[config.mk]
export PLATFORM = sky130hd
export DESIGN_NAME = fixed_mul_top
export DESIGN_NICKNAME = d
export VERILOG_FILES = /design/src/logic/mul_pkg.sv /design/src/logic/cla_adder.sv /design/src/logic/fixed_mul_top.sv /design/src/logic/mul_control.sv /design/src/logic/mul_datapath.sv /design/src/logic/radix4_partial_product.sv
export VERILOG_INCLUDE_DIRS = /design/src /design/src/logic
export SDC_FILE = /design/constraint.sdc
export NUM_CORES = 1
export LEC_CHECK = 0
export ABC_AREA = 1
export BUFFER_PORTS_ARGS = -buffer_cell sky130_fd_sc_hd__buf_2
export CAP_MARGIN = 30
export CORE_MARGIN = 2
export CORE_UTILIZATION = 35
export DETAILED_ROUTE_END_ITERATION = 10
export SLEW_MARGIN = 20
export SYNTH_ARGS = -nofsm -noshare
export SYNTH_HDL_FRONTEND = slang
export SYNTH_SLANG_ARGS = --single-unit
[constraint.sdc]
create_clock -name ctl_clk -period 8.6 [get_ports ctl_clk]
set_clock_uncertainty 0.15 [all_clocks]
set_input_delay 1.72 -clock ctl_clk [delete_from_list [all_inputs] [get_ports ctl_clk]]
set_output_delay 1.72 -clock ctl_clk [all_outputs]
set_load 0.03 [all_outputs]
[src/logic/mul_consts.svh]
// Multiplier constants
`ifndef MUL_CONSTS_SVH
`define MUL_CONSTS_SVH

// Operand and result width
`define MUL_WIDTH 32

// Fixed-point fraction bits
`define MUL_FRAC_BITS 8

// Radix-4 digits retired per step
`define MUL_DIGITS_PER_STEP 4

`define MUL_BITS_PER_STEP (2 * `MUL_DIGITS_PER_STEP)

`define MUL_STEPS (`MUL_WIDTH / `MUL_BITS_PER_STEP)

// Lookahead group size
`define MUL_CLA_GROUP 4

`endif

[src/logic/mul_pkg.sv]
// Multiplier types
`include "mul_consts.svh"

package mul_pkg;

    // One operand or result
    typedef logic [`MUL_WIDTH-1:0] word_t;

    // Full accumulator image
    typedef logic [2*`MUL_WIDTH-1:0] product_t;

    typedef struct packed {
        word_t a;
        word_t b;
    } mul_req_t;

    // Datapath strobes
    typedef struct packed {
        logic load;
        logic accumulate;
        logic capture;
    } mul_ctrl_t;

    typedef enum logic [1:0] {
        st_idle   = 2'd0,
        st_calc   = 2'd1,
        st_finish = 2'd2
    } mul_state_t;

endpackage

[src/logic/cla_adder.sv]
// Carry lookahead adder
`timescale 1ns/100ps
`include "mul_consts.svh"

module cla_adder #(
    parameter int width = 32
) (
    input  logic [width-1:0] a,
    input  logic [width-1:0] b,
    output logic [width:0]   sum
);
    localparam int group     = `MUL_CLA_GROUP;
    localparam int n_groups  = width / group;
    localparam int tail_base = n_groups * group;

    logic [width-1:0] gen;
    logic [width-1:0] prop;
    logic [width:0]   carry;

    assign gen      = a & b;
    assign prop     = a ^ b;
    assign carry[0] = 1'b0;

    for (genvar gi = 0; gi < n_groups; gi++) begin : group_g
        localparam int base = gi * group;

        logic [group-1:0] g_grp;
        logic [group-1:0] p_grp;
        logic [group-1:0] c_out;
        logic             c_in;

        assign g_grp = gen[base +: group];
        assign p_grp = prop[base +: group];
        assign c_in  = carry[base];

        // Each carry is a flat sum of products of the group terms
        always_comb begin
            logic run;
            for (int j = 0; j < group; j++) begin
                run      = 1'b1;
                c_out[j] = 1'b0;
                for (int k = j; k >= 0; k--) begin
                    c_out[j] = c_out[j] | (run & g_grp[k]);
                    run      = run & p_grp[k];
                end
                c_out[j] = c_out[j] | (run & c_in);
            end
        end

        // Group carry out feeds the next group
        assign carry[base+1 +: group] = c_out;
    end

    // Ripple tail for the leftover bits
    for (genvar ti = tail_base; ti < width; ti++) begin : tail_g
        assign carry[ti+1] = gen[ti] | (prop[ti] & carry[ti]);
    end

    assign sum = {carry[width], prop ^ carry[width-1:0]};

endmodule

[src/logic/fixed_mul_top.sv]
// Fixed-point multiplier top
`timescale 1ns/100ps

module fixed_mul_top import mul_pkg::*; (
    input  logic     ctl_clk,
    input  logic     reset,
    input  logic     trigger,
    input  mul_req_t req,
    output logic     ready,
    output logic     done,
    output word_t    y
);
    mul_ctrl_t ctrl;

    mul_control control_i (
        .ctl_clk (ctl_clk),
        .reset   (reset),
        .trigger (trigger),
        .ready   (ready),
        .done    (done),
        .ctrl    (ctrl)
    );

    mul_datapath datapath_i (
        .ctl_clk (ctl_clk),
        .reset   (reset),
        .req     (req),
        .ctrl    (ctrl),
        .y       (y)
    );

endmodule

[src/logic/mul_control.sv]
// Multiplier control FSM
`timescale 1ns/100ps
`include "mul_consts.svh"

module mul_control import mul_pkg::*; (
    input  logic      ctl_clk,
    input  logic      reset,
    input  logic      trigger,
    output logic      ready,
    output logic      done,
    output mul_ctrl_t ctrl
);
    localparam int                step_w    = $clog2(`MUL_STEPS);
    localparam logic [step_w-1:0] last_step = step_w'(`MUL_STEPS - 1);

    mul_state_t        state;
    logic [step_w-1:0] step;

    assign ready = (state == st_idle);

    // Strobes for the datapath
    always_comb begin
        ctrl.load       = (state == st_idle) && trigger;
        ctrl.accumulate = (state == st_calc);
        ctrl.capture    = (state == st_finish);
    end

    always_ff @(posedge ctl_clk) begin
        if (!reset) begin
            state <= st_idle;
            step  <= '0;
        end else begin
            case (state)
                st_idle: begin
                    if (trigger) begin
                        state <= st_calc;
                        step  <= '0;
                    end
                end
                st_calc: begin
                    step <= step + 1'b1;
                    if (step == last_step) begin
                        state <= st_finish;
                    end
                end
                st_finish: begin
                    state <= st_idle;
                end
                default: begin
                    state <= st_idle;
                end
            endcase
        end
    end

    // One cycle pulse, same edge as the y capture
    always_ff @(posedge ctl_clk) begin
        if (!reset) begin
            done <= 1'b0;
        end else begin
            done <= (state == st_finish);
        end
    end

endmodule

[src/logic/mul_datapath.sv]
// Multiplier datapath
`timescale 1ns/100ps
`include "mul_consts.svh"

module mul_datapath import mul_pkg::*; (
    input  logic      ctl_clk,
    input  logic      reset,
    input  mul_req_t  req,
    input  mul_ctrl_t ctrl,
    output word_t     y
);
    localparam int w    = `MUL_WIDTH;
    localparam int step = `MUL_BITS_PER_STEP;
    localparam int pp_w = w + step;

    word_t    a_reg;
    word_t    b_reg;
    product_t acc;

    logic [pp_w-1:0] partial;
    logic [pp_w:0]   acc_sum;

    // Low byte of b gives this step's four digits
    radix4_partial_product pp_i (
        .a       (a_reg),
        .digits  (b_reg[step-1:0]),
        .product (partial)
    );

    // Upper half plus partial product
    cla_adder #(
        .width (pp_w)
    ) acc_add_i (
        .a   (partial),
        .b   ({{step{1'b0}}, acc[2*w-1:w]}),
        .sum (acc_sum)
    );

    always_ff @(posedge ctl_clk) begin
        if (!reset) begin
            a_reg <= '0;
            b_reg <= '0;
            acc   <= '0;
        end else if (ctrl.load) begin
            a_reg <= req.a;
            b_reg <= req.b;
            acc   <= '0;
        end else if (ctrl.accumulate) begin
            b_reg <= b_reg >> step;
            // Sum lands on top, retired bits shift down
            acc   <= {acc_sum[pp_w-1:0], acc[w-1:step]};
        end
    end

    // Fixed-point slice of the finished product
    always_ff @(posedge ctl_clk) begin
        if (!reset) begin
            y <= '0;
        end else if (ctrl.capture) begin
            y <= acc[`MUL_FRAC_BITS +: w];
        end
    end

endmodule

[src/logic/radix4_partial_product.sv]
// Radix-4 partial product
`timescale 1ns/100ps
`include "mul_consts.svh"

module radix4_partial_product import mul_pkg::*; (
    input  word_t                                       a,
    input  logic [`MUL_BITS_PER_STEP-1:0]               digits,
    output logic [`MUL_WIDTH+`MUL_BITS_PER_STEP-1:0]    product
);
    localparam int n_digits = `MUL_DIGITS_PER_STEP;
    localparam int pp_w     = `MUL_WIDTH + `MUL_BITS_PER_STEP;
    // 3a needs two extra bits
    localparam int mw       = `MUL_WIDTH + 2;

    logic [mw-1:0] a_x1;
    logic [mw-1:0] a_x2;
    logic [mw-1:0] a_x3;

    assign a_x1 = {2'b00, a};
    assign a_x2 = {1'b0, a, 1'b0};

    cla_adder #(
        .width (`MUL_WIDTH + 1)
    ) x3_add_i (
        .a   ({1'b0, a}),
        .b   ({a, 1'b0}),
        .sum (a_x3)
    );

    for (genvar i = 0; i < n_digits; i++) begin : row_g
        logic [mw-1:0] mult;
        logic [mw:0]   sum;

        always_comb begin
            case (digits[2*i +: 2])
                2'd0:    mult = '0;
                2'd1:    mult = a_x1;
                2'd2:    mult = a_x2;
                default: mult = a_x3;
            endcase
        end

        if (i == 0) begin : first_g
            assign sum = {1'b0, mult};
        end else begin : chain_g
            // Previous row moves down one digit
            cla_adder #(
                .width (mw)
            ) row_add_i (
                .a   (mult),
                .b   ({2'b00, row_g[i-1].sum[mw-1:2]}),
                .sum (sum)
            );
        end

        // Low digit of each row is final
        assign product[2*i +: 2] = sum[1:0];
    end

    assign product[pp_w-1:2*n_digits] = row_g[n_digits-1].sum[mw-1:2];

endmodule

==> results.cfg <==
[timing]
whs_ps = 312.5
tightest_slew_ps = 962.8
slew_violations = 0
fmax_ghz = 0.1230
setup_viol = 0
fin_crit_ps = 8131
finalHoldViolCount = 0
fin_crit_sh_pct = 94.54
relSlewSlack_pct = 35.82
finalSetupTns_ps = 0

[die]
core_area_um2 = 40740
num_io_pins = 101
rows = 74
die_w_um = 206.9
dieArea_um2 = 42810
start_util_pct = 35.37
die_h_um = 206.9

[drt]
drt_wl_total_um = 46980
drtIter0Drc = 1015
antenna_left = 0
avgRoutedWirePerCell_um = 17.22
vias_per_cell = 5.402
vias = 14740
drcViolationCount = 0
dr.pass1.iters = 5

[synthesis]
syn_inst = 2073
synth_cell_types = 42
synth_mux_area_share_pct = 0
synth_compound_area_share_pct = 22.25
yosysWarnings = 0
yosysSeqAreaShare_pct = 21.81
ys_ff_latch = 157
synthDominantCellAreaShare_pct = 21.81
ys.flop_type = dfxtp_1
synth_top_family_by_area = compound AO/OA/AOI/OAI gates
synth.most_common_cell = nand2_1
yosys-top-cells-count = 402 x nand2_1, 251 x inv_1, 217 x a21oi_1, 176 x nor2_1, 166 x ha_1
synth_simple_gate_area_share_pct = 21.02
yosys.area_share.adder_pct = 19.97
synth_area_leaders = dfxtp_1 22%, ha_1 14%, nand2_1 10%
postSynthAreaPerCell_um2 = 6.951
syn-cell-area_um2 = 14410
yosysTopAreaCell = dfxtp_1
synthXorXnorAreaFrac_pct = 5.531
synth_fp_nets = 2346
async_reset_ff_share_pct = 0
synth_edf_count = 0

[critical_path]
path_common_cell = nand2_1
cp.arrival_ps = 8290
cp_max_fo = 4
cpPeakStageDelay_ps = 550
crit_slowest_cell = fa_1
worstSetupEndpointType = flop
crit_required_ps = 8760
critical_path_class = flop to flop
worstSetupStartpointType = flop

[run]
cap_violations = 0

[cells_and_area]
regArea_um2 = 3164
finish.instance_area_um2 = 17090
largest_register_ffs = 56
final.fill_count = 4259
multi_input_comb_area_um2 = 10500
fin_nets = 2456
registers.top_by_ff_count = datapath_i.acc
syn2layout_area_growth_pct = 18.58
diodes = 0
drive_gt1_share_pct = 16.67
final_core_util_pct = 41.94

[global_route]
grt_max_degree = 90
grtUsageTotal_pct = 21.99
grt_pass1_vias = 14390
antenna_found_initial = 0
grt_overflow = 0
grt_pass1_wl_um = 74320

[placed_design]
port-buffer-count = 100
place_area_um2 = 15710
gp_congestion = 0.9579
dp_hpwl_um = 34650

[cts]
cts_buffer_depth = 2
clock_sinks = 157
clk_latency_ps = 460
path_clk_slew_ps = 80
cts_root_buf = clkbuf_16
cts_tree = yes
holdBufCountCts = 0
cts_buffers = 17
h-tree-depth = 4

[run_status]
status = finished clean

[power]
p_per_area_nw_per_um2 = 146.9
leakage_nw = 8.508
irDropWorstVdd_mv = 0.1348

[hold_path]
hp-class = flop to flop
-- where the power goes --
group	internal [mW]	switching (mW)	total, mW
Clock	0.454	0.381	0.835
Sequential	0.763	0.0418	0.804
Combinational	0.332	0.538	0.871
Total	1.55	0.962	2.51
-- metal layers --
layer  wire length (um)  vias up  GRT usage [%]
met5                  0        -              0
met4               1794        0          9.980
met3               2665      101          2.684
met2              22880      500          39.05
met1              19650     6938          26.44
li1                   -     7199              -
-- repair_timing --
action | CTS | global route
resized for setup | 1 | 113
pin swaps | 0 | 57
hold endpoints to repair | 0 | 0
setup endpoints to repair | 1 | 22
setup buffers | 0 | 19
-- critical path, delay by kind of cell (launching register included) --
family / cells / cell delay (ps)
and+or+nand+nor: 15 / 1320
buffers and inverters: 5 / 380
adders and majority gates: 10 / 3580
xor gates and xnor gates: 4 / 640
DFF: 1 / 370
AOI/OAI and AO/OA: 10 / 1520
-- stage by stage --
stage,setup WS [ps],std cells,power (mW)
detailed placement,-1.894,2677,1.602
finish,469.2,2728,2.511
floorplan,755.3,2073,1.359
global route,-102.1,2728,2.663
CTS,66.70,2709,2.448
global placement,173.5,2676,1.586
-- path summary, 6_finish.rpt --
kind                                     from  cells after the start  slack (ps)                         endpoint
max          datapath_i.a_reg[3]$_SDFFE_PN0P_                     44         470  datapath_i.acc[53]$_SDFFE_PP0P_
min           datapath_i.acc[11]$_SDFFE_PP0P_                      2         310  datapath_i.acc[11]$_SDFFE_PP0P_
max reg2reg  datapath_i.a_reg[3]$_SDFFE_PN0P_                     44         470  datapath_i.acc[53]$_SDFFE_PP0P_
min reg2reg   datapath_i.acc[11]$_SDFFE_PP0P_                      2         310  datapath_i.acc[11]$_SDFFE_PP0P_
-- logic make-up after synthesis --
logic type      after synthesis
buf+inv                     361
simple gates                718
fa+ha+maj                   206
compound gates              540
flops                       157
xor+xnor                     91
-- cell usage in the layout (no fill, tap or decap), types with 5 or more instances in the layout --
cell type,netlist,routed
o21ai_1,4,6
clkbuf_16,0,17
o21bai_1,8,7
ha_4,0,19
inv_2,4,6
nand2_1,402,394
a31oi_1,27,27
xnor2_1,24,22
o221ai_1,52,52
buf_2,1,100
xor2_2,0,5
nor2_2,0,5
buf_4,0,78
xor2_1,67,62
fa_1,40,31
fa_2,0,9
a21o_1,5,5
ha_1,166,147
a21oi_1,217,184
clkinv_1,18,18
a21oi_2,1,33
nand3_1,81,79
a221oi_2,0,6
nor2_1,176,170
inv_1,251,249
a221oi_1,43,37
nand2_2,18,26
nand2_4,10,10
dfxtp_1,157,150
o21ai_0,143,140
nand3_2,5,7
o22ai_1,27,27
dfxtp_4,0,5
-- cell type report --
type,instances,area share [%]
Tap cell,532,3.896
Clock buffer,18,2.570
Multi-Input combinational cell,1555,61.42
Inverter,273,5.997
Sequential cell,157,18.52
Timing Repair Buffer,179,6.444
Clock inverter,14,1.150
Power figures use the tool's default switching activity.
